`config.mk`:
```
export PLATFORM = sky130hd
export DESIGN_NAME = pat_top
export DESIGN_NICKNAME = d
export VERILOG_FILES = /design/src/verilog/pat_pkg.sv /design/src/verilog/pat_alu.sv /design/src/verilog/pat_commit.sv /design/src/verilog/pat_data_mem.sv /design/src/verilog/pat_decoder.sv /design/src/verilog/pat_field_pointer.sv /design/src/verilog/pat_program_counter.sv /design/src/verilog/pat_top.sv
export SDC_FILE = /design/constraint.sdc
export NUM_CORES = 1
export LEC_CHECK = 0
export ABC_AREA = 1
export BUFFER_PORTS_ARGS = -buffer_cell sky130_fd_sc_hd__clkbuf_2
export CORE_ASPECT_RATIO = 2
export CORE_UTILIZATION = 30
export DETAILED_ROUTE_END_ITERATION = 16
export PLACE_DENSITY = 0.46
export SLEW_MARGIN = 20
export SYNTH_ARGS = -nofsm -noshare
export SYNTH_HDL_FRONTEND = slang
export SYNTH_HIERARCHICAL = 1
export SYNTH_SLANG_ARGS = --single-unit
```
`constraint.sdc`:
```
create_clock -name clk -period 3.3 [get_ports clk]
set_input_delay 0.165 -clock clk [delete_from_list [all_inputs] [get_ports clk]]
set_output_delay 0.165 -clock clk [all_outputs]
set_load 0.1 [all_outputs]
```
`src/verilog/pat_pkg.sv`:
```
package pat_pkg;

	// ==============================
	// widths
	// ==============================
	typedef logic [7:0] data_t;       // acc, field and memory byte
	typedef logic [9:0] pc_t;         // instruction address, wraps at 1024
	typedef logic [4:0] fieldp_t;     // field buffer pointer
	typedef logic [2:0] bufp_t;       // buffer select
	typedef logic [4:0] dmem_addr_t;  // data memory address

	localparam logic [3:0] OPC_PREFIX = 4'b1111; // escapes i8 -> i3 and i3 -> i0
	localparam int FIELD_LATENCY = 4;            // field read to write, in cycles
	localparam int DMEM_DEPTH = 32;

	// 20-bit instruction word, msb first
	typedef struct packed {
		fieldp_t    fieldp;   // field pointer for this slot
		logic [1:0] cond;     // carried along, never decoded
		logic       field_op; // result goes to field instead of acc
		logic [3:0] opcode;   // i8 opcode or prefix
		data_t      imm;      // i3/i0 opcodes live in here too
	} instr_t;

	// ==============================
	// opcode spaces
	// ==============================
	typedef enum logic [3:0] {
		I8_OR   = 4'd0,
		I8_AND  = 4'd1,
		I8_ADDM = 4'd2,
		I8_SUBM = 4'd3,
		I8_ADD  = 4'd4,
		I8_SUB  = 4'd5,
		I8_LDI  = 4'd6,
		I8_LDM  = 4'd7,
		I8_BF   = 4'd8,
		I8_BB   = 4'd9,
		I8_STAM = 4'd11,
		I8_ORM  = 4'd13,
		I8_ANDM = 4'd14
	} op_i8_e; // 10 and 12 are holes, they fall through as nop

	typedef enum logic [3:0] {
		I3_SHL  = 4'd0,
		I3_SHR  = 4'd2,
		I3_ASR  = 4'd3,
		I3_OUT  = 4'd8,
		I3_SETB = 4'd9
	} op_i3_e;

	typedef enum logic [3:0] {
		I0_NOT = 4'd0,
		I0_NOP = 4'd5
	} op_i0_e;

	typedef enum logic [3:0] {
		ALU_OR, ALU_AND, ALU_ADD, ALU_SUB, ALU_NOT,
		ALU_SHL, ALU_SHR, ALU_ASR, ALU_PASS
	} alu_op_e;

	typedef enum logic [1:0] {
		BR_NONE, BR_FWD, BR_BACK
	} branch_e;

	// stage-1 result handed to commit
	typedef struct packed {
		alu_op_e    alu_op;
		data_t      operand_b;  // imm, memory byte or 3-bit amount
		logic       dest_acc;
		logic       dest_field;
		logic       dest_dmem;  // stam
		logic       do_out;
		logic       do_setb;
		dmem_addr_t wr_addr;
	} decoded_t;

	localparam instr_t NOP_INSTR = '{fieldp: '0, cond: '0, field_op: 1'b0,
		opcode: OPC_PREFIX, imm: {OPC_PREFIX, I0_NOP}};

	localparam decoded_t DEC_NOP = '{alu_op: ALU_PASS, operand_b: '0, dest_acc: 1'b0,
		dest_field: 1'b0, dest_dmem: 1'b0, do_out: 1'b0, do_setb: 1'b0, wr_addr: '0};

endpackage

```
`src/verilog/pat_alu.sv`:
```
`timescale 1ns/1ps

module pat_alu
(
	input  pat_pkg::data_t   i_a,
	input  pat_pkg::data_t   i_b,
	input  pat_pkg::alu_op_e i_op,
	output pat_pkg::data_t   o_y
);

	logic           sub;
	pat_pkg::data_t addsub_b;
	pat_pkg::data_t sum;
	logic [2:0]     shamt;

	assign sub   = (i_op == pat_pkg::ALU_SUB);
	assign shamt = i_b[2:0];

	// one adder for both, sub is a + ~b + 1
	assign addsub_b = sub ? ~i_b : i_b;
	assign sum      = i_a + addsub_b + {{($bits(pat_pkg::data_t) - 1){1'b0}}, sub};

	always_comb
	begin
		case (i_op)
			pat_pkg::ALU_OR:  o_y = i_a | i_b;
			pat_pkg::ALU_AND: o_y = i_a & i_b;
			pat_pkg::ALU_ADD,
			pat_pkg::ALU_SUB: o_y = sum;
			pat_pkg::ALU_NOT: o_y = ~i_a;
			pat_pkg::ALU_SHL: o_y = i_a << shamt;  // zero fill
			pat_pkg::ALU_SHR: o_y = i_a >> shamt;
			pat_pkg::ALU_ASR: o_y = $unsigned($signed(i_a) >>> shamt); // keeps sign
			default:          o_y = i_b;           // pass, for ldi/ldm
		endcase
	end

endmodule

```
`src/verilog/pat_commit.sv`:
```
`timescale 1ns/1ps

module pat_commit
(
	input  logic                clk,
	input  logic                reset,
	input  pat_pkg::decoded_t   i_dec,
	input  pat_pkg::data_t      i_field_in,      // byte at fieldp for the commit cycle
	output pat_pkg::data_t      o_acc,
	output pat_pkg::data_t      o_out,
	output pat_pkg::data_t      o_field_out,
	output logic                o_field_write_en,
	output pat_pkg::bufp_t      o_bufp,
	output logic                o_wr_en,
	output pat_pkg::dmem_addr_t o_wr_addr,
	output pat_pkg::data_t      o_wr_data
);

	pat_pkg::data_t acc_q;
	pat_pkg::data_t out_q;
	pat_pkg::data_t field_out_q;
	logic           field_we_q;
	pat_pkg::bufp_t bufp_q;
	pat_pkg::data_t acc_y;
	pat_pkg::data_t field_y;

	// two alus so neither needs an operand mux
	pat_alu acc_alu
	(
		.i_a  (acc_q),
		.i_b  (i_dec.operand_b),
		.i_op (i_dec.alu_op),
		.o_y  (acc_y)
	);

	pat_alu field_alu
	(
		.i_a  (i_field_in),
		.i_b  (i_dec.operand_b),
		.i_op (i_dec.alu_op),
		.o_y  (field_y)
	);

	// ==============================
	// commit edge
	// ==============================
	always_ff @(posedge clk)
	begin
		if (reset)
		begin
			acc_q       <= '0;
			out_q       <= '0;
			field_out_q <= '0;
			field_we_q  <= 1'b0;
			bufp_q      <= '0;
		end
		else
		begin
			if (i_dec.dest_acc)
				acc_q <= acc_y;
			if (i_dec.dest_field)
				field_out_q <= field_y;
			field_we_q <= i_dec.dest_field;   // one cycle per field op
			if (i_dec.do_out)
				out_q <= acc_q;
			if (i_dec.do_setb)
				bufp_q <= i_dec.operand_b[2:0];
		end
	end

	// store goes out now so memory writes on this same edge
	assign o_wr_en   = i_dec.dest_dmem;
	assign o_wr_addr = i_dec.wr_addr;
	assign o_wr_data = acc_q;

	assign o_acc            = acc_q;
	assign o_out            = out_q;
	assign o_field_out      = field_out_q;
	assign o_field_write_en = field_we_q;
	assign o_bufp           = bufp_q;

	// the field buffer never gets a strobe with an unknown byte
	assert property (@(posedge clk) disable iff (reset)
		o_field_write_en |-> !$isunknown(o_field_out));

endmodule

```
`src/verilog/pat_data_mem.sv`:
```
`timescale 1ns/1ps

module pat_data_mem
(
	input  logic                clk,
	input  pat_pkg::dmem_addr_t i_rd_addr,
	input  logic                i_wr_en,
	input  pat_pkg::dmem_addr_t i_wr_addr,
	input  pat_pkg::data_t      i_wr_data,
	output pat_pkg::data_t      o_rd_data
);

	pat_pkg::data_t mem [pat_pkg::DMEM_DEPTH];

	// read is combinational, decode samples it the same cycle
	assign o_rd_data = mem[i_rd_addr];

	always_ff @(posedge clk)
	begin
		if (i_wr_en)
			mem[i_wr_addr] <= i_wr_data; // store lands on the commit edge
	end

	// stage 2 must present a clean address with every store
	assert property (@(posedge clk) i_wr_en |-> !$isunknown(i_wr_addr));

endmodule

```
`src/verilog/pat_decoder.sv`:
```
`timescale 1ns/1ps

module pat_decoder
(
	input  logic                clk,
	input  logic                reset,
	input  pat_pkg::instr_t     i_instr,
	input  pat_pkg::data_t      i_rd_data,     // async answer to o_rd_addr
	output pat_pkg::dmem_addr_t o_rd_addr,
	output pat_pkg::decoded_t   o_dec,
	output pat_pkg::branch_e    o_branch,
	output pat_pkg::data_t      o_offset,
	output pat_pkg::fieldp_t    o_fieldp_next
);

	pat_pkg::instr_t   instr_q;     // instruction register
	pat_pkg::decoded_t dec_d;
	pat_pkg::decoded_t dec_q;       // stage-1 control register
	logic              is_i8;
	logic              is_i3;
	logic              commit_reg;  // op writes acc or field
	logic [3:0]        opc_i3;
	logic [3:0]        opc_i0;

	assign opc_i3 = instr_q.imm[7:4];
	assign opc_i0 = instr_q.imm[3:0];

	// classify by prefix and treat anything left over as i0
	assign is_i8 = (instr_q.opcode != pat_pkg::OPC_PREFIX);
	assign is_i3 = !is_i8 && (opc_i3 != pat_pkg::OPC_PREFIX);

	// ==============================
	// decode
	// ==============================
	always_comb
	begin
		dec_d           = pat_pkg::DEC_NOP;
		dec_d.operand_b = instr_q.imm;       // plain i8 immediate
		dec_d.wr_addr   = instr_q.imm[4:0];  // only used by stam
		commit_reg      = 1'b0;
		if (is_i8)
		begin
			commit_reg = instr_q.opcode inside {pat_pkg::I8_OR, pat_pkg::I8_AND,
				pat_pkg::I8_ADDM, pat_pkg::I8_SUBM, pat_pkg::I8_ADD, pat_pkg::I8_SUB,
				pat_pkg::I8_LDI, pat_pkg::I8_LDM, pat_pkg::I8_ORM, pat_pkg::I8_ANDM};
			if (instr_q.opcode inside {pat_pkg::I8_ADDM, pat_pkg::I8_SUBM,
				pat_pkg::I8_LDM, pat_pkg::I8_ORM, pat_pkg::I8_ANDM})
				dec_d.operand_b = i_rd_data;  // memory operand at imm[4:0]
			case (instr_q.opcode)
				pat_pkg::I8_OR, pat_pkg::I8_ORM:   dec_d.alu_op = pat_pkg::ALU_OR;
				pat_pkg::I8_AND, pat_pkg::I8_ANDM: dec_d.alu_op = pat_pkg::ALU_AND;
				pat_pkg::I8_ADD, pat_pkg::I8_ADDM: dec_d.alu_op = pat_pkg::ALU_ADD;
				pat_pkg::I8_SUB, pat_pkg::I8_SUBM: dec_d.alu_op = pat_pkg::ALU_SUB;
				default:                           dec_d.alu_op = pat_pkg::ALU_PASS; // ldi, ldm
			endcase
			dec_d.dest_dmem = (instr_q.opcode == pat_pkg::I8_STAM);
		end
		else if (is_i3)
		begin
			dec_d.operand_b = {5'b0, instr_q.imm[2:0]}; // shift amount or bufp
			commit_reg      = opc_i3 inside {pat_pkg::I3_SHL, pat_pkg::I3_SHR, pat_pkg::I3_ASR};
			case (opc_i3)
				pat_pkg::I3_SHL: dec_d.alu_op = pat_pkg::ALU_SHL;
				pat_pkg::I3_SHR: dec_d.alu_op = pat_pkg::ALU_SHR;
				pat_pkg::I3_ASR: dec_d.alu_op = pat_pkg::ALU_ASR;
				default:         dec_d.alu_op = pat_pkg::ALU_PASS;
			endcase
			dec_d.do_out  = (opc_i3 == pat_pkg::I3_OUT);
			dec_d.do_setb = (opc_i3 == pat_pkg::I3_SETB);
		end
		else
		begin
			// in i0 space only not commits
			commit_reg   = (opc_i0 == pat_pkg::I0_NOT);
			dec_d.alu_op = pat_pkg::ALU_NOT;
		end
		dec_d.dest_acc   = commit_reg && !instr_q.field_op;
		dec_d.dest_field = commit_reg && instr_q.field_op;
	end

	// branches act straight out of the instruction register
	assign o_branch = !is_i8 ? pat_pkg::BR_NONE :
		(instr_q.opcode == pat_pkg::I8_BF) ? pat_pkg::BR_FWD :
		(instr_q.opcode == pat_pkg::I8_BB) ? pat_pkg::BR_BACK : pat_pkg::BR_NONE;

	always_ff @(posedge clk)
	begin
		if (reset)
		begin
			instr_q <= pat_pkg::NOP_INSTR; // start on a nop
			dec_q   <= pat_pkg::DEC_NOP;
		end
		else
		begin
			instr_q <= i_instr;
			dec_q   <= dec_d;
		end
	end

	assign o_rd_addr     = instr_q.imm[4:0];
	assign o_offset      = instr_q.imm;      // branch distance
	assign o_fieldp_next = instr_q.fieldp;
	assign o_dec         = dec_q;

	// a committing op never carries an unwritten memory byte or a bad immediate
	assert property (@(posedge clk) disable iff (reset)
		(o_dec.dest_acc || o_dec.dest_field) |-> !$isunknown(o_dec.operand_b));

endmodule

```
`src/verilog/pat_field_pointer.sv`:
```
`timescale 1ns/1ps

module pat_field_pointer
(
	input  logic             clk,
	input  logic             reset,
	input  pat_pkg::fieldp_t i_fieldp_next,
	output pat_pkg::fieldp_t o_fieldp,   // read side
	output pat_pkg::fieldp_t o_fieldwp   // write side, trails by FIELD_LATENCY
);

	pat_pkg::fieldp_t fieldp_q;
	pat_pkg::fieldp_t [pat_pkg::FIELD_LATENCY-1:0] hist; // [0] is newest

	// ==============================
	// read pointer and history
	// ==============================
	always_ff @(posedge clk)
	begin
		if (reset)
		begin
			fieldp_q <= '0;
			hist     <= '0;
		end
		else
		begin
			fieldp_q <= i_fieldp_next;
			hist     <= {hist[pat_pkg::FIELD_LATENCY-2:0], fieldp_q};
		end
	end

	assign o_fieldp  = fieldp_q;
	assign o_fieldwp = hist[pat_pkg::FIELD_LATENCY-1]; // matches the buffer's rmw delay

endmodule

```
`src/verilog/pat_program_counter.sv`:
```
`timescale 1ns/1ps

module pat_program_counter
(
	input  logic             clk,
	input  logic             reset,
	input  pat_pkg::branch_e i_branch,
	input  pat_pkg::data_t   i_offset,
	output pat_pkg::pc_t     o_pc
);

	pat_pkg::pc_t pc_q;
	pat_pkg::pc_t off_sext;  // bf distance, signed
	pat_pkg::pc_t off_zext;  // bb distance, always backwards

	assign off_sext = {{($bits(pat_pkg::pc_t) - $bits(pat_pkg::data_t)){i_offset[7]}}, i_offset};
	assign off_zext = {{($bits(pat_pkg::pc_t) - $bits(pat_pkg::data_t)){1'b0}}, i_offset};

	always_ff @(posedge clk)
	begin
		if (reset)
			pc_q <= '0;
		else
			case (i_branch)
				pat_pkg::BR_FWD:  pc_q <= pc_q + off_sext;
				pat_pkg::BR_BACK: pc_q <= pc_q - off_zext;
				default:          pc_q <= pc_q + 1'b1; // wraps mod 1024
			endcase
	end

	assign o_pc = pc_q;

endmodule

```
`src/verilog/pat_top.sv`:
```
`timescale 1ns/1ps

module pat_top
(
	input  logic             clk,
	input  logic             reset,
	input  pat_pkg::instr_t  i_instr,
	input  pat_pkg::data_t   i_field_in,
	output pat_pkg::pc_t     o_pc,
	output pat_pkg::fieldp_t o_fieldp,
	output pat_pkg::fieldp_t o_fieldwp,
	output pat_pkg::data_t   o_field_out,
	output logic             o_field_write_en,
	output pat_pkg::bufp_t   o_bufp,
	output pat_pkg::data_t   o_acc,
	output pat_pkg::data_t   o_out
);

	pat_pkg::dmem_addr_t rd_addr;
	pat_pkg::data_t      rd_data;
	pat_pkg::decoded_t   dec;
	pat_pkg::branch_e    branch;
	pat_pkg::data_t      offset;
	pat_pkg::fieldp_t    fieldp_next;
	logic                wr_en;
	pat_pkg::dmem_addr_t wr_addr;
	pat_pkg::data_t      wr_data;

	// ==============================
	// stage 1
	// ==============================
	pat_decoder u_decoder
	(
		.clk           (clk),
		.reset         (reset),
		.i_instr       (i_instr),
		.i_rd_data     (rd_data),
		.o_rd_addr     (rd_addr),
		.o_dec         (dec),
		.o_branch      (branch),
		.o_offset      (offset),
		.o_fieldp_next (fieldp_next)
	);

	pat_data_mem u_data_mem
	(
		.clk       (clk),
		.i_rd_addr (rd_addr),
		.i_wr_en   (wr_en),
		.i_wr_addr (wr_addr),
		.i_wr_data (wr_data),
		.o_rd_data (rd_data)
	);

	pat_program_counter u_program_counter
	(
		.clk      (clk),
		.reset    (reset),
		.i_branch (branch),
		.i_offset (offset),
		.o_pc     (o_pc)
	);

	pat_field_pointer u_field_pointer
	(
		.clk           (clk),
		.reset         (reset),
		.i_fieldp_next (fieldp_next),
		.o_fieldp      (o_fieldp),
		.o_fieldwp     (o_fieldwp)
	);

	// ==============================
	// stage 2
	// ==============================
	pat_commit u_commit
	(
		.clk              (clk),
		.reset            (reset),
		.i_dec            (dec),
		.i_field_in       (i_field_in),
		.o_acc            (o_acc),
		.o_out            (o_out),
		.o_field_out      (o_field_out),
		.o_field_write_en (o_field_write_en),
		.o_bufp           (o_bufp),
		.o_wr_en          (wr_en),
		.o_wr_addr        (wr_addr),
		.o_wr_data        (wr_data)
	);

endmodule
```
# After elaboration in Yosys (flattened, before gate mapping)
# Memories as Yosys holds them, arrays and structs flattened. A register that Yosys moved wholly into a read port is not among the register bits.
# Index checks and enable logic that the tools add are counted.
[classes]
add_sub_neg = 7
n_eq_ne = 27
shifts = 6
mux = 18
n_bitwise = 9
reduce_logical = 15
[ops]
columns = ["operator", "n"]
rows = [
  ["8-bit one-hot mux with 7 select lines", 2],
  ["4-bit by 3-bit == test with 1-bit output (second input constant)", 8],
  ["4-bit == test (second input constant)", 7],
  ["4-bit by 2-bit == test with 1-bit output (second input constant)", 6],
  ["8-bit 2-to-1 mux", 3],
  ["8-bit inverter", 3],
  ["10-bit one-hot mux with 2 select lines", 1],
  ["8-bit by 1-bit adder with 8-bit output", 2],
  ["8-bit adder", 2],
  ["8-bit AND", 2],
  ["4-bit logical NOT", 4],
  ["8-bit OR", 2],
  ["8-bit by 3-bit << shifter with 8-bit output", 2],
  ["8-bit by 3-bit right shift with 8-bit output", 2],
  ["8-bit by 3-bit >>> shifter with 8-bit output", 2],
  ["12-bit 2-to-1 mux", 1],
  ["4-bit one-hot mux with 3 select lines", 1],
  ["10-bit by 1-bit adder with 10-bit output (second input constant)", 1],
  ["10-bit adder", 1],
  ["10-bit nonzero test", 1],
  ["10-bit by 8-bit subtractor with 10-bit output", 1],
  ["4-bit by 1-bit == test with 1-bit output (second input constant)", 2],
  ["4-bit 2-to-1 mux", 2],
  ["4-bit != test (second input constant)", 2],
  ["other kinds (12)", 22],
]
[totals]
register_bits = 103
ramBits = 256
rom_bits = 48
in_bits = 30
output_inout_bits = 48
elab_cells = 107
mem_count = 2
[mem_list]
columns = ["memory", "words", "word_bits", "read_ports", "rd_clocked_by_memory_dff", "write_ports", "line", "rtl"]
rows = [
  ["u_data_mem.mem", 32, 8, 1, 1, 1, "pat_data_mem.sv:13", "pat_pkg::data_t mem [pat_pkg::DMEM_DEPTH];"],
  ["(name not given)", 16, 3, 1, 1, 0, "pat_decoder.sv:49", "case (instr_q.opcode)"],
]

# Logic depth before layout (Yosys ltp)
# Gate-level depths: netlist of run 1.
[logic_depth]
word_depth = 6
depth_mapped = 20
depth_no_buf = 19

# Cells and area by module
# The synthesis of run 1 kept the hierarchy.
[by_module_without_submodules]
columns = ["module", "instances", "cells_per_inst", "area_per_inst_um2"]
rows = [
  ["pat_data_mem", 1, 914, 10626.4],
  ["pat_alu", 2, 259, 1388.8],
  ["pat_decoder", 1, 213, 1692.9],
  ["pat_commit", 1, 188, 1293.7],
  ["pat_program_counter", 1, 151, 993.5],
  ["pat_field_pointer", 1, 83, 762.0],
]

# Worst setup path before layout of run 1
# No wires, ideal clock.
[synth_path]
path_kind = "register -> register"
from = "register u_decoder/instr_q[11] in the netlist's numbering"
to = "register u_program_counter.pc_q[6], in the netlist u_program_counter/o_pc[6]"
setup_ns = 0.121
arrival_time_ns = 2.478
t_required_ns = 3.179
setup_slack_ns = 0.701
path_stages_with_launch = 17
path_buffers = 1
cell_sequence = "dfxtp_1 -> inv_1 -> or2_2 -> nor3_1 -> ha_1 -> buf_2 -> nor2_1 -> o21ai_0 -> ha_1 -> inv_1 -> fa_1 -> nand3_1 -> nand2_1 -> nand3_1 -> nand2_1 -> o21ai_0 -> a21oi_1"
[synth_via]
elab_chain_len = 6
[synth_lines]
columns = ["item", "line", "rtl"]
rows = [
  ["start, declared", "pat_decoder.sv:16", "pat_pkg::instr_t instr_q;"],
  ["start signal, assigned", "pat_decoder.sv:90", "instr_q <= pat_pkg::NOP_INSTR;"],
  ["start signal, assigned", "pat_decoder.sv:95", "instr_q <= i_instr;"],
  ["4-bit == test", "pat_decoder.sv:84", "(instr_q.opcode == pat_pkg::I8_BB) ? pat_pkg::BR_BACK : pat_pkg::BR_NONE;"],
  ["2-bit 2-to-1 mux", "pat_decoder.sv:84", ""],
  ["2-bit 2-to-1 mux", "pat_decoder.sv:83", "(instr_q.opcode == pat_pkg::I8_BF) ? pat_pkg::BR_FWD :"],
  ["2-bit 2-to-1 mux (*)", "pat_decoder.sv:82", "assign o_branch = !is_i8 ? pat_pkg::BR_NONE :"],
  ["net branch[1]", "pat_top.sv:22", "pat_pkg::branch_e branch;"],
  ["2-bit == test / 2-bit by 1-bit == test with 1-bit output (equally long branches)", "pat_program_counter.sv:24", "case (i_branch)"],
  ["10-bit one-hot mux with 2 select lines (*)", "pat_program_counter.sv:24", ""],
  ["end signal, assigned", "pat_program_counter.sv:25", "pat_pkg::BR_FWD: pc_q <= pc_q + off_sext;"],
  ["end signal, assigned", "pat_program_counter.sv:26", "pat_pkg::BR_BACK: pc_q <= pc_q - off_zext;"],
  ["end signal, assigned", "pat_program_counter.sv:27", "default: pc_q <= pc_q + 1'b1;"],
  ["end, declared", "pat_program_counter.sv:12", "pat_pkg::pc_t pc_q;"],
]
# The timed path passes the listed nets; every way through them passes the cells marked *.
# A chain may end at the register's enable or synchronous reset.

# Worst setup path in the final report of run 1
[layout_path]
from = "register u_decoder/instr_q[11] in the netlist's numbering"
to = "register u_program_counter.pc_q[6], in the netlist u_program_counter/o_pc[6]"
[layout_lines]
columns = ["item", "line"]
rows = [
  ["4-bit == test", "pat_decoder.sv:83"],
  ["2-bit 2-to-1 mux", "pat_decoder.sv:83"],
  ["2-bit 2-to-1 mux (*)", "pat_decoder.sv:82"],
  ["net branch[0]", "pat_top.sv:22"],
  ["2-bit == test / 2-bit by 1-bit == test with 1-bit output (equally long branches)", "pat_program_counter.sv:24"],
  ["10-bit one-hot mux with 2 select lines (*)", "pat_program_counter.sv:24"],
]
# Marks and branches as above.

==> results.rst, run 1 <==
.. list-table::
   :header-rows: 1

   * - Metric
     - Value
   * - 1st-iter DRT viols
     - 787
   * - Growth of design area from synthesis to finish
     - 10.7%
   * - Synthesized net count
     - 2137
   * - Standard-cell rows
     - roughly 130
   * - F_max
     - around 350 MHz
   * - Syn Std Cell Area
     - 18100 um2
   * - Final worst path period share
     - between 80% and 90%
   * - Unrepaired setup endpoints after global routing
     - no
   * - Fraction of the yosys area taken by sequential cells
     - a little over half
   * - Clock period minus worst slack
     - about 2.9 ns
   * - Data arrival at the endpoint of the critical path
     - 3.29 ns
   * - Fraction of layout instances using a drive strength above 1
     - 10.4%
   * - Nets
     - about 2200
   * - Portion of synthesized cell area occupied by the leading cell type
     - a little over two fifths
   * - Number of I/O port buffers
     - 75
   * - Root Buffer Master
     - sky130_fd_sc_hd__clkbuf_16
   * - Final hold violation count
     - 0
   * - Required time reported for the critical path endpoint
     - between 3 and 4 ns
   * - CP Cell Sequence
     - inv_1 > or2_2 > nor2_1 > inv_1 > ha_1 > inv_1 > o21ai_0 > ha_1 > inv_1 > fa_1 > nand3_1 > nand2_1 > nand3_1 > nand2_1 > o21ai_0 > a21oi_1
   * - Largest net degree at the start of global routing
     - 133
   * - Worst path max stage delay
     - 0.44 ns
   * - Antenna cell count
     - 0
   * - Max-capacitance violation count
     - 0
   * - Residual antenna-violating net count after detailed routing
     - 0
   * - Dominant cell by count in the synthesized netlist
     - sky130_fd_sc_hd__nand2_1
   * - Endpoint type of the worst setup path
     - flip-flop
   * - Top cells by instance count after synthesis
     - sky130_fd_sc_hd__nand2_1 (632), sky130_fd_sc_hd__nand3_1 (263), sky130_fd_sc_hd__edfxtp_1 (256), sky130_fd_sc_hd__nor2_1 (205), sky130_fd_sc_hd__inv_1 (180)
   * - Maximum resistive drop on vdd
     - around 270 uV
   * - Static leakage
     - around 0.008 uW
   * - GR Overflow Total
     - 0
   * - Synth unique cells
     - 51
   * - Master of the slowest instance on the critical path
     - sky130_fd_sc_hd__fa_1
   * - Number of warnings reported in the yosys synthesis log
     - 6
   * - Hold crit path type
     - in -> reg
   * - Gate count of the mapped netlist
     - 2067
   * - DR DRC count
     - 0
   * - Final clock skew
     - 0.0155 ns
   * - Setup bufs post-CTS
     - 0
   * - Cell repeated most along the worst path
     - sky130_fd_sc_hd__inv_1
   * - Wire length on met1
     - roughly 19000 um
   * - Insertion delay of the later-clocked pin in the worst-skew pair
     - roughly 0.54 ns
   * - Rel. slew slack
     - 35.9%
   * - Kind of critical path
     - reg -> reg
   * - Final sum of negative setup slack
     - 0 ns
   * - Number of antenna violations at the first check in global routing
     - 1
   * - Initial standard-cell utilization of the core
     - between 30% and 40%
   * - Fillcell total
     - 6211
   * - Largest area contributor in the netlist
     - sky130_fd_sc_hd__edfxtp_1
   * - Horizontal die dimension
     - roughly 180 um
   * - TritonCTS clock tree
     - done
   * - Avg Vias per Cell
     - around 4.8
   * - Buf/Inv on CP
     - 4
   * - Worst Tran Pin Value
     - between 0.9 and 1 ns
   * - Number of enable-type register cells in the synthesized netlist
     - around 260
   * - Wire per inst
     - 18.8 um
   * - Clock Pin Slew Worst Setup and Hold Paths
     - ~0.060 ns
   * - RePlAce Congestion
     - 0.907
   * - Number of clock sinks
     - 362
   * - Critical-path maximum fanout
     - 5
   * - Final Routed Wirelength
     - about 55000 um
   * - Run status
     - complete, no violations
   * - Cell class contributing the biggest share of worst-path delay
     - adder cells
   * - GRT Total Usage
     - 17.7%
   * - Fraction of registers with async set/reset
     - 0%
   * - DR pass1 iterations
     - 5
   * - Clock buffers created by TritonCTS
     - 35
   * - Mapped Avg Cell Area
     - about 8.8 um2
   * - Max-slew violation count
     - 0
   * - Wire length on met2
     - 31700 um
   * - Core area
     - approximately 60000 um2
   * - Setup-violating endpoint count in the final report
     - 0
   * - Maximum level of the CTS H-tree
     - 2
   * - Met3 wirelength from detailed routing
     - about 1500 um
   * - Main synth FF type
     - sky130_fd_sc_hd__edfxtp_1
   * - Number of storage elements in the synthesis netlist
     - 362
   * - Highest routing layer actually used
     - met4
   * - Launching element type of the critical path
     - flip-flop
   * - Power Density
     - ~520 nW/um2
   * - Die outline height
     - around 350 um
   * - HPWL reported at the end of detailed placement
     - roughly 39000 um
   * - Maximum buffer depth of the clock tree
     - 3
   * - Via count of the first global-routing pass
     - 13704
   * - Wire length of the first global-routing pass
     - 81600 um
   * - Number of I/O pins
     - between 70 and 80
   * - Die area
     - between 60000 and 70000 um2
   * - Leading post-synthesis cells by cell area
     - sky130_fd_sc_hd__edfxtp_1 (42%), sky130_fd_sc_hd__nand2_1 (13%), sky130_fd_sc_hd__dfxtp_1 (12%), sky130_fd_sc_hd__nand3_1 (7.3%), sky130_fd_sc_hd__nor2_1 (4.2%)
   * - Vias
     - about 14000
   * - Final Hold Slack
     - 0.157 ns
-- sequential cells by signal, indices dropped and copies added, names as in the netlist, 3 cells and up, named ones only --
register and cells:
u_decoder/o_dec 22, u_decoder/o_fieldp_next 5, u_commit/o_field_out 8, u_field_pointer/o_fieldwp 5, u_decoder/instr_q 5, u_field_pointer/o_fieldp 5
u_program_counter/o_pc 10, u_decoder/o_offset 8, u_commit/o_bufp 3, u_commit/o_out 8, u_data_mem/mem 256, u_commit/o_acc 8
u_field_pointer/hist 15
-- placed cells by master, fill, tap and decap left out, types with 6 or more instances in the layout --
cell	n
sky130_fd_sc_hd__nand3_1	263
sky130_fd_sc_hd__a31oi_1	6
sky130_fd_sc_hd__dfxtp_2	7
sky130_fd_sc_hd__nor3_1	10
sky130_fd_sc_hd__xnor2_1	7
sky130_fd_sc_hd__o21a_1	9
sky130_fd_sc_hd__o21ai_1	8
sky130_fd_sc_hd__nor2_2	11
sky130_fd_sc_hd__nor2_1	205
sky130_fd_sc_hd__nand2_2	7
sky130_fd_sc_hd__or2_2	8
sky130_fd_sc_hd__nand4_1	11
sky130_fd_sc_hd__a21oi_1	47
sky130_fd_sc_hd__o21ai_0	46
sky130_fd_sc_hd__edfxtp_1	256
sky130_fd_sc_hd__xor2_1	14
sky130_fd_sc_hd__ha_1	37
sky130_fd_sc_hd__inv_2	9
sky130_fd_sc_hd__clkinv_2	8
sky130_fd_sc_hd__clkbuf_2	75
sky130_fd_sc_hd__buf_4	26
sky130_fd_sc_hd__clkbuf_1	9
sky130_fd_sc_hd__clkbuf_16	36
sky130_fd_sc_hd__clkinv_1	10
sky130_fd_sc_hd__o211ai_1	17
sky130_fd_sc_hd__dfxtp_1	98
sky130_fd_sc_hd__dlygate4sd3_1	18
sky130_fd_sc_hd__inv_1	179
sky130_fd_sc_hd__nand2_1	632
-- metal layers --
layer / vias up / track usage (%)
li1: 6827 / -
met1: 6589 / 16.4
met2: 313 / 36.7
met3: 108 / 1.56
met4: 0 / 9.72
met5: - / 0
-- repair_timing --
action,in CTS,in global routing
resized for setup,0,0
hold endpoints to repair,19,0
hold buffers,18,0
-- power by group --
group | switching [uW] | leakage, uW | internal, uW | total [uW]
combinational | 1070 | 0.00465 | 396 | 1470
sequential | 113 | 0.00305 | 4970 | 5080
clock | 1740 | 0.000528 | 2140 | 3880
total | 2920 | 0.00823 | 7500 | 10400
-- worst paths after layout --
path,startpoint,endpoint,slack (ns),depth (start not counted)
max reg2reg,u_decoder/instr_q[11],u_program_counter/o_pc[6],0.44,16
min reg2reg,u_field_pointer/hist[6],u_field_pointer/hist[11],0.40,2
min,reset,u_decoder/o_dec[19],0.16,2
max,u_decoder/instr_q[11],u_program_counter/o_pc[6],0.44,16
-- logic make-up (layout without fill, tap and decap cells) --
family	Yosys count	after routing	synth area share (%)
flops	362	362	54.1
fa+ha+maj	40	40	2.88
simple gates	1167	1167	27.3
buf+inv	317	382	9.40
compound gates	160	160	5.33
xor+xnor	21	21	1.01
-- final cells by class --
class | instances | area, um2 | share of cell area [%]
Inverter | 196 | 741 | 3.69
Clock buffer | 47 | 962 | 4.79
Timing Repair Buffer | 124 | 851 | 4.24
Tap cell | 774 | 968 | 4.82
Sequential cell | 362 | 9820 | 48.9
Clock inverter | 15 | 115 | 0.573
Multi-Input combinational cell | 1388 | 6630 | 33.0
-- per-stage QoR --
| step | power [uW] | util (%) | worst slack, ns | instances | cell area (um2) |
|---|---|---|---|---|---|
| 2_1_floorplan | 6230 | - | 0.701 | 2067 | 18100 |
| 3_3_place_gp | 6620 | 31.4 | 0.374 | 2826 | 18800 |
| 3_5_place_dp | 6640 | 31.4 | 0.409 | 2826 | 18800 |
| 4_1_cts | 10600 | 33.5 | 0.412 | 2906 | 20100 |
| 5_1_grt | 10900 | 33.5 | 0.169 | 2906 | 20100 |
| 6_report | 10400 | 33.5 | 0.440 | 2906 | 20100 |
(Power assumes the default switching activity.)
==> run 2, diff against run 1 <==
--- a/config.mk
+++ b/config.mk
@@ -9,9 +9,9 @@
 export BUFFER_PORTS_ARGS = -buffer_cell sky130_fd_sc_hd__clkbuf_2
 export CORE_ASPECT_RATIO = 2
 export CORE_UTILIZATION = 30
+export CTS_BUF_LIST = sky130_fd_sc_hd__clkbuf_8
 export DETAILED_ROUTE_END_ITERATION = 16
 export PLACE_DENSITY = 0.46
-export SLEW_MARGIN = 20
 export SYNTH_ARGS = -nofsm -noshare
 export SYNTH_HDL_FRONTEND = slang
 export SYNTH_HIERARCHICAL = 1
==> constraint.sdc (replaced) <==
create_clock -name clk -period 3 [get_ports clk]
set_input_delay 0.15 -clock clk [delete_from_list [all_inputs] [get_ports clk]]
set_output_delay 0.15 -clock clk [all_outputs]
set_load 0.1 [all_outputs]
==> results.rst, run 2 (synthesized netlist as in run 1, its figures left out) <==
.. list-table::
   :header-rows: 1

   * - Metric
     - Value
   * - Horizontal die dimension
     - 176 um (unchanged)
   * - Unrepaired setup endpoints after global routing
     - no (unchanged)
   * - Wire length of the first global-routing pass
     - 82400 um (was 81600 um)
   * - HPWL reported at the end of detailed placement
     - 38900 um (was 38500 um)
   * - 1st-iter DRT viols
     - 857 (was 787)
   * - Residual antenna-violating net count after detailed routing
     - 0 (unchanged)
   * - Maximum resistive drop on vdd
     - 265 uV (was 269 uV)
   * - Max reg flops
     - 256 (unchanged)
   * - Depth of the worst register-to-register path
     - 15 (was 16)
   * - Worst Tran Pin Value
     - 0.862 ns (was 0.958 ns)
   * - Endpoint type of the worst setup path
     - flip-flop (unchanged)
   * - Fraction of layout instances using a drive strength above 1
     - 12.9% (was 10.4%)
   * - Pre-CTS worst setup slack
     - 0.154 ns (was 0.409 ns)
   * - Fillcell total
     - 6162 (was 6211)
   * - Setup-violating endpoint count in the final report
     - 0 (unchanged)
   * - Flop pwr share
     - 50.2% (was 48.7%)
   * - RePlAce Congestion
     - 0.923 (was 0.907)
   * - CP Cell Sequence
     - inv_1 > or2_2 > nor2_2 > ha_2 > nor2_1 > o21ai_0 > ha_2 > inv_1 > fa_2 > nand3_1 > nand2_1 > nand3_1 > nand2_1 > o21ai_1 > a21oi_1 (was inv_1 > or2_2 > nor2_1 > inv_1 > ha_1 > inv_1 > o21ai_0 > ha_1 > inv_1 > fa_1 > nand3_1 > nand2_1 > nand3_1 > nand2_1 > o21ai_0 > a21oi_1)
   * - WHS Path Cells
     - 2 (unchanged)
   * - Clock group share of total power
     - 35.1% (was 37.2%)
   * - Maximum buffer depth of the clock tree
     - 3 (unchanged)
   * - Insertion delay of the later-clocked pin in the worst-skew pair
     - 0.63 ns (was 0.54 ns)
   * - Clock Pin Slew Worst Setup and Hold Paths
     - 0.07 ns (was 0.06 ns)
   * - Internal power summed over all cells
     - 7890 uW (was 7500 uW)
   * - Vias
     - 13957 (was 13837)
   * - Clock buffers created by TritonCTS
     - 53 (was 35)
   * - Static leakage
     - 0.00845 uW (was 0.00823 uW)
   * - Worst path max stage delay
     - 0.39 ns (was 0.44 ns)
   * - TritonCTS clock tree
     - done (unchanged)
   * - Switching power as a share of total power
     - 29.1% (was 28.0%)
   * - Master of the slowest instance on the critical path
     - sky130_fd_sc_hd__fa_2 (was sky130_fd_sc_hd__fa_1)
   * - Core area
     - 59900 um2 (unchanged)
   * - Register name with the most flops
     - u_data_mem/mem (unchanged)
   * - Leading cell type in the layout, fill and taps excluded
     - sky130_fd_sc_hd__nand2_1 (unchanged)
   * - Hold crit path type
     - in -> reg (unchanged)
   * - Final sum of negative setup slack
     - 0 ns (unchanged)
   * - Final clock skew
     - 0.0228 ns (was 0.0155 ns)
   * - Root Buffer Master
     - sky130_fd_sc_hd__clkbuf_8 (was sky130_fd_sc_hd__clkbuf_16)
   * - Growth of design area from synthesis to finish
     - 11.8% (was 10.7%)
   * - Initial standard-cell utilization of the core
     - 30.3% (unchanged)
   * - Kind of critical path
     - reg -> reg (unchanged)
   * - Run status
     - complete, no violations (unchanged)
   * - Rel. slew slack
     - 42.3% (was 35.9%)
   * - Data arrival at the endpoint of the critical path
     - 3.24 ns (was 3.29 ns)
   * - F_max
     - 367 MHz (was 350 MHz)
   * - Largest net degree at the start of global routing
     - 75 (was 133)
   * - Final hold violation count
     - 0 (unchanged)
   * - Combinational power share
     - 14.7% (was 14.1%)
   * - Critical-path maximum fanout
     - 7 (was 5)
   * - Die outline height
     - 350 um (unchanged)
   * - Launching element type of the critical path
     - flip-flop (unchanged)
   * - Number of I/O port buffers
     - 75 (unchanged)
   * - Die area
     - 61500 um2 (unchanged)
   * - Final Routed Wirelength
     - 55200 um (was 54600 um)
   * - Setup slack of the critical path after layout
     - 0.277 ns (was 0.440 ns)
   * - Final worst path period share
     - 90.8% (was 86.7%)
   * - Max-slew violation count
     - 0 (unchanged)
   * - Net Sw Power
     - 3240 uW (was 2920 uW)
   * - Area after DPL
     - 19100 um2 (was 18800 um2)
   * - Power Density
     - 548 nW/um2 (was 519 nW/um2)
   * - Avg Vias per Cell
     - 4.70 (was 4.76)
   * - Area of all placed cells without fillers
     - 20300 um2 (was 20100 um2)
   * - Clock period minus worst slack
     - 2.72 ns (was 2.86 ns)
   * - Standard-cell rows
     - 127 (unchanged)
   * - Most frequent cells in the layout
     - sky130_fd_sc_hd__nand2_1 (632), sky130_fd_sc_hd__nand3_1 (263), sky130_fd_sc_hd__edfxtp_1 (256) (unchanged)
   * - Max-capacitance violation count
     - 0 (unchanged)
   * - Required time reported for the critical path endpoint
     - 3.51 ns (was 3.74 ns)
   * - Number of I/O pins
     - 78 (unchanged)
   * - DR DRC count
     - 0 (unchanged)
   * - Wire per inst
     - 18.6 um (was 18.8 um)
   * - DR pass1 iterations
     - 5 (unchanged)
   * - Non-filler instance count after layout
     - 2971 (was 2906)
   * - Via count of the first global-routing pass
     - 14017 (was 13704)
   * - Cell count after placement
     - 2859 (was 2826)
   * - Number of clock sinks
     - 362 (unchanged)
   * - Nets
     - 2228 (was 2177)
   * - GRT Total Usage
     - 17.9% (was 17.7%)
   * - Maximum level of the CTS H-tree
     - 2 (unchanged)
   * - GR Overflow Total
     - 0 (unchanged)
   * - Number of antenna violations at the first check in global routing
     - 1 (unchanged)
==> run 2: changes by cell type in the layout (fill, tap and decap cells not counted), moves of 2 or more <==
cell                        change
sky130_fd_sc_hd__buf_4         +34
sky130_fd_sc_hd__clkbuf_1       -9
sky130_fd_sc_hd__clkbuf_16     -36
sky130_fd_sc_hd__clkbuf_8      +57
sky130_fd_sc_hd__clkinv_2       +3
sky130_fd_sc_hd__ha_1           -2
sky130_fd_sc_hd__ha_2           +2
sky130_fd_sc_hd__inv_1         +16
==> run 2: worst max-delay path, delay by kind of cell, from the launching register on <==
kind / cells / cell delay (ns)
AND/OR/NAND/NOR: 7 / 0.88
adder cells (fa/ha/maj): 3 / 0.88
buffers and inverters: 2 / 0.15
AO/OA/AOI/OAI: 3 / 0.34
flip-flops: 1 / 0.35
==> run 2: worst paths after layout <==
path	start	slack, ns	end
setup / recovery	u_decoder/instr_q[11]	0.28	u_program_counter/o_pc[6]
hold / removal	reset	0.05	u_decoder/instr_q[12]
setup reg to reg	u_decoder/instr_q[11]	0.28	u_program_counter/o_pc[6]
hold reg to reg	u_field_pointer/hist[8]	0.40	u_field_pointer/hist[13]
==> run 2: timing repair <==
| item | in CTS | in global routing |
|---|---|---|
| hold endpoints to repair | 21 | 0 |
| hold buffers | 18 | 0 |
| resized for setup | 0 | 7 |
| setup buffers | 0 | 0 |
| endpoints found under the setup margin | 0 | 5 |
==> run 2: layout make-up <==
| type | count | area (um2) | share of cell area [%] |
|---|---|---|---|
| multi-input combinational | 1388 | 6650 | 32.8 |
| timing repair buffer | 157 | 1090 | 5.35 |
| clock buffer | 59 | 812 | 4.00 |
| clock inverter | 34 | 205 | 1.01 |
| tap | 774 | 968 | 4.77 |
| antenna | 1 | 2.50 | 0.0123 |
| sequential | 362 | 9820 | 48.4 |
| inverter | 196 | 741 | 3.65 |
==> run 2: power groups by stage <==
stage                     Combinational [uW]  Sequential, uW  Clock (uW)
final                                   1640            5580        3900
after global routing                    1800            5590        4250
after CTS                               1650            5580        4060
after detailed placement                1630            5690           0
after global placement                  1620            5690           0
after floorplan                         1020            5830           0
==> run 2: per-layer routing <==
layer | wire, um | global-route usage, % | vias up
li1 | - | - | 6937
met1 | 18700 | 16.5 | 6546
met2 | 31500 | 36.2 | 316
met3 | 1510 | 1.77 | 158
met4 | 3480 | 11.4 | 0
met5 | 0 | 0 | -
==> run 2: stage by stage <==
step | total power, uW | hold slack [ns] | util (%)
5_1_grt | 11600 | 0.0677 | 33.9
2_1_floorplan | 6850 | 0.217 | -
4_1_cts | 11300 | 0.0273 | 33.8
3_3_place_gp | 7310 | 0.336 | 31.8
3_5_place_dp | 7320 | 0.335 | 31.8
6_report | 11100 | 0.0546 | 33.9
==> run 3, diff against run 2 <==
--- a/config.mk
+++ b/config.mk
@@ -7,10 +7,12 @@
 export LEC_CHECK = 0
 export ABC_AREA = 1
 export BUFFER_PORTS_ARGS = -buffer_cell sky130_fd_sc_hd__clkbuf_2
+export CAP_MARGIN = 20
 export CORE_ASPECT_RATIO = 2
 export CORE_UTILIZATION = 30
 export CTS_BUF_LIST = sky130_fd_sc_hd__clkbuf_8
 export DETAILED_ROUTE_END_ITERATION = 16
+export HOLD_SLACK_MARGIN = 0.06
 export PLACE_DENSITY = 0.46
 export SYNTH_ARGS = -nofsm -noshare
 export SYNTH_HDL_FRONTEND = slang
==> results.rst, run 3 (synthesized netlist as in run 1, its figures left out) <==
.. list-table::
   :header-rows: 1

   * - Metric
     - Value
   * - Standard-cell rows
     - 127 (unchanged)
   * - 1st-iter DRT viols
     - 854 (was 857)
   * - Maximum level of the CTS H-tree
     - 2 (unchanged)
   * - Residual antenna-violating net count after detailed routing
     - 0 (unchanged)
   * - F_max
     - 368 MHz (was 367 MHz)
   * - Combinational power share
     - 14.7% (about the same)
   * - Internal power summed over all cells
     - 7890 uW (about the same)
   * - Final hold violation count
     - 0 (unchanged)
   * - Depth of the worst register-to-register path
     - 15 (unchanged)
   * - Wire length of the first global-routing pass
     - 82400 um (about the same)
   * - Launching element type of the critical path
     - flip-flop (unchanged)
   * - Data arrival at the endpoint of the critical path
     - 3.23 ns (was 3.24 ns)
   * - Kind of critical path
     - reg -> reg (unchanged)
   * - Area used by multi-input combinational logic
     - 6650 um2 (unchanged)
   * - Clock buffers created by TritonCTS
     - 53 (unchanged)
   * - Final worst path period share
     - 90.5% (was 90.8%)
   * - Power Density
     - 548 nW/um2 (about the same)
   * - Leading cell type in the layout, fill and taps excluded
     - sky130_fd_sc_hd__nand2_1 (unchanged)
   * - Flop pwr share
     - 50.2% (about the same)
   * - Final sum of negative setup slack
     - 0 ns (unchanged)
   * - Via count of the first global-routing pass
     - 14023 (was 14017)
   * - Final Routed Wirelength
     - 55200 um (about the same)
   * - Core area
     - 59900 um2 (unchanged)
   * - Critical-path maximum fanout
     - 7 (unchanged)
   * - Wire per inst
     - 18.6 um (about the same)
   * - Number of I/O port buffers
     - 75 (unchanged)
   * - HPWL reported at the end of detailed placement
     - 38900 um (unchanged)
   * - Final Hold Slack
     - 0.246 ns (was 0.0546 ns)
   * - Switching power as a share of total power
     - 29.1% (about the same)
   * - Max-slew violation count
     - 0 (unchanged)
   * - Register name with the most flops
     - u_data_mem/mem (unchanged)
   * - Die area
     - 61500 um2 (unchanged)
   * - Worst Tran Pin Value
     - 0.865 ns (was 0.862 ns)
   * - DR DRC count
     - 0 (unchanged)
   * - DR pass1 iterations
     - 7 (was 5)
   * - Most frequent cells in the layout
     - sky130_fd_sc_hd__nand2_1 (632), sky130_fd_sc_hd__nand3_1 (263), sky130_fd_sc_hd__edfxtp_1 (256) (unchanged)
   * - Setup-violating endpoint count in the final report
     - 0 (unchanged)
   * - WHS Path Cells
     - 3 (was 2)
   * - Largest net degree at the start of global routing
     - 75 (unchanged)
   * - Max reg flops
     - 256 (unchanged)
   * - Required time reported for the critical path endpoint
     - 3.52 ns (was 3.51 ns)
   * - Clock period minus worst slack
     - 2.71 ns (was 2.72 ns)
   * - Run status
     - complete, no violations (unchanged)
   * - Fraction of layout instances using a drive strength above 1
     - 12.9% (about the same)
   * - Insertion delay of the later-clocked pin in the worst-skew pair
     - 0.63 ns (about the same)
   * - Root Buffer Master
     - sky130_fd_sc_hd__clkbuf_8 (unchanged)
   * - Max-capacitance violation count
     - 0 (unchanged)
   * - Rel. slew slack
     - 42.1% (was 42.3%)
   * - Growth of design area from synthesis to finish
     - 11.9% (was 11.8%)
   * - Avg Vias per Cell
     - 4.71 (was 4.70)
   * - Die outline height
     - 350 um (unchanged)
   * - RePlAce Congestion
     - 0.923 (unchanged)
   * - Clock group share of total power
     - 35.1% (about the same)
   * - Hold crit path type
     - in -> reg (unchanged)
   * - Net Sw Power
     - 3230 uW (was 3240 uW)
   * - Endpoint type of the worst setup path
     - flip-flop (unchanged)
   * - Maximum resistive drop on vdd
     - 264 uV (was 265 uV)
   * - TritonCTS clock tree
     - done (unchanged)
   * - Number of I/O pins
     - 78 (unchanged)
   * - Maximum buffer depth of the clock tree
     - 3 (unchanged)
   * - Static leakage
     - 0.00846 uW (was 0.00845 uW)
   * - Number of antenna violations at the first check in global routing
     - 1 (unchanged)
   * - Area of all sequential standard cells
     - 9820 um2 (unchanged)
   * - GRT Total Usage
     - 17.9% (about the same)
   * - Horizontal die dimension
     - 176 um (unchanged)
   * - Vias
     - 14016 (was 13957)
   * - Clock Pin Slew Worst Setup and Hold Paths
     - 0.07 ns (about the same)
   * - Number of clock sinks
     - 362 (unchanged)
   * - GR Overflow Total
     - 0 (unchanged)
   * - Fillcell total
     - 6161 (was 6162)
   * - Nets
     - 2230 (was 2228)
   * - Final clock skew
     - 0.0211 ns (was 0.0228 ns)
   * - Initial standard-cell utilization of the core
     - 30.3% (unchanged)
   * - Unrepaired setup endpoints after global routing
     - no (unchanged)
run 3: cell types whose count changed in the layout (fill, tap and decap cells not counted):
cell / delta
sky130_fd_sc_hd__dlygate4sd3_1: +2
run 3: stage by stage:
step           util, %  instance area, um2  cells  setup slack [ns]  total power (uW)
2_1_floorplan        -               18100   2067             0.401              6850
3_3_place_gp      31.8               19100   2859             0.145              7310
3_5_place_dp      31.8               19100   2859             0.154              7320
4_1_cts           33.9               20300   2972             0.128             11300
5_1_grt           33.9               20300   2973            0.0243             11600
6_report          33.9               20300   2973             0.286             11100
run 3: what timing repair did:
item	4_1_cts	5_1_grt
gates resized for setup	0	7
buffers inserted	0	0
setup endpoints to repair	0	5
hold endpoints to repair	26	0
hold buffers	20	0
run 3: power groups by stage:
stage                     clock network (uW)  registers, uW  logic [uW]
after global placement                     0           5690        1620
final                                   3900           5580        1640
after floorplan                            0           5830        1020
after global routing                    4250           5590        1800
after CTS                               4060           5580        1650
after detailed placement                   0           5690        1630
run 3: critical path: stages (launching register included):
cell	delay, ns
sky130_fd_sc_hd__dfxtp_1	0.35
sky130_fd_sc_hd__inv_1	0.05
sky130_fd_sc_hd__or2_2	0.31
sky130_fd_sc_hd__nor2_2	0.12
sky130_fd_sc_hd__ha_2	0.28
sky130_fd_sc_hd__nor2_1	0.07
sky130_fd_sc_hd__o21ai_0	0.17
sky130_fd_sc_hd__ha_2	0.22
sky130_fd_sc_hd__inv_1	0.10
sky130_fd_sc_hd__fa_2	0.39
sky130_fd_sc_hd__nand3_1	0.08
sky130_fd_sc_hd__nand2_1	0.12
sky130_fd_sc_hd__nand3_1	0.10
sky130_fd_sc_hd__nand2_1	0.07
sky130_fd_sc_hd__o21ai_1	0.12
sky130_fd_sc_hd__a21oi_1	0.05
run 3: cell type report:
cell class | instances | area share [%]
clock inverter | 34 | 1.01
inverter | 196 | 3.65
antenna | 1 | 0.0123
clock buffer | 59 | 4.00
multi-input combinational | 1388 | 32.8
timing repair buffer | 159 | 5.45
tap | 774 | 4.77
sequential | 362 | 48.4
run 3: worst paths after layout:
path                          endpoint  slack, ns               startpoint
max reg2reg  u_program_counter/o_pc[6]       0.29    u_decoder/instr_q[11]
min reg2reg   u_field_pointer/hist[13]       0.40  u_field_pointer/hist[8]
min              u_decoder/o_offset[2]       0.25               i_instr[2]
max          u_program_counter/o_pc[6]       0.29    u_decoder/instr_q[11]
run 3: routing by layer:
metal / share of wire [%] / GRT usage [%] / vias to the layer above
met5: 0 / 0 / -
met4: 6.3 / 11.4 / 0
met3: 2.9 / 1.78 / 156
met2: 57 / 36.2 / 346
met1: 34 / 16.5 / 6566
li1: - / - / 6948
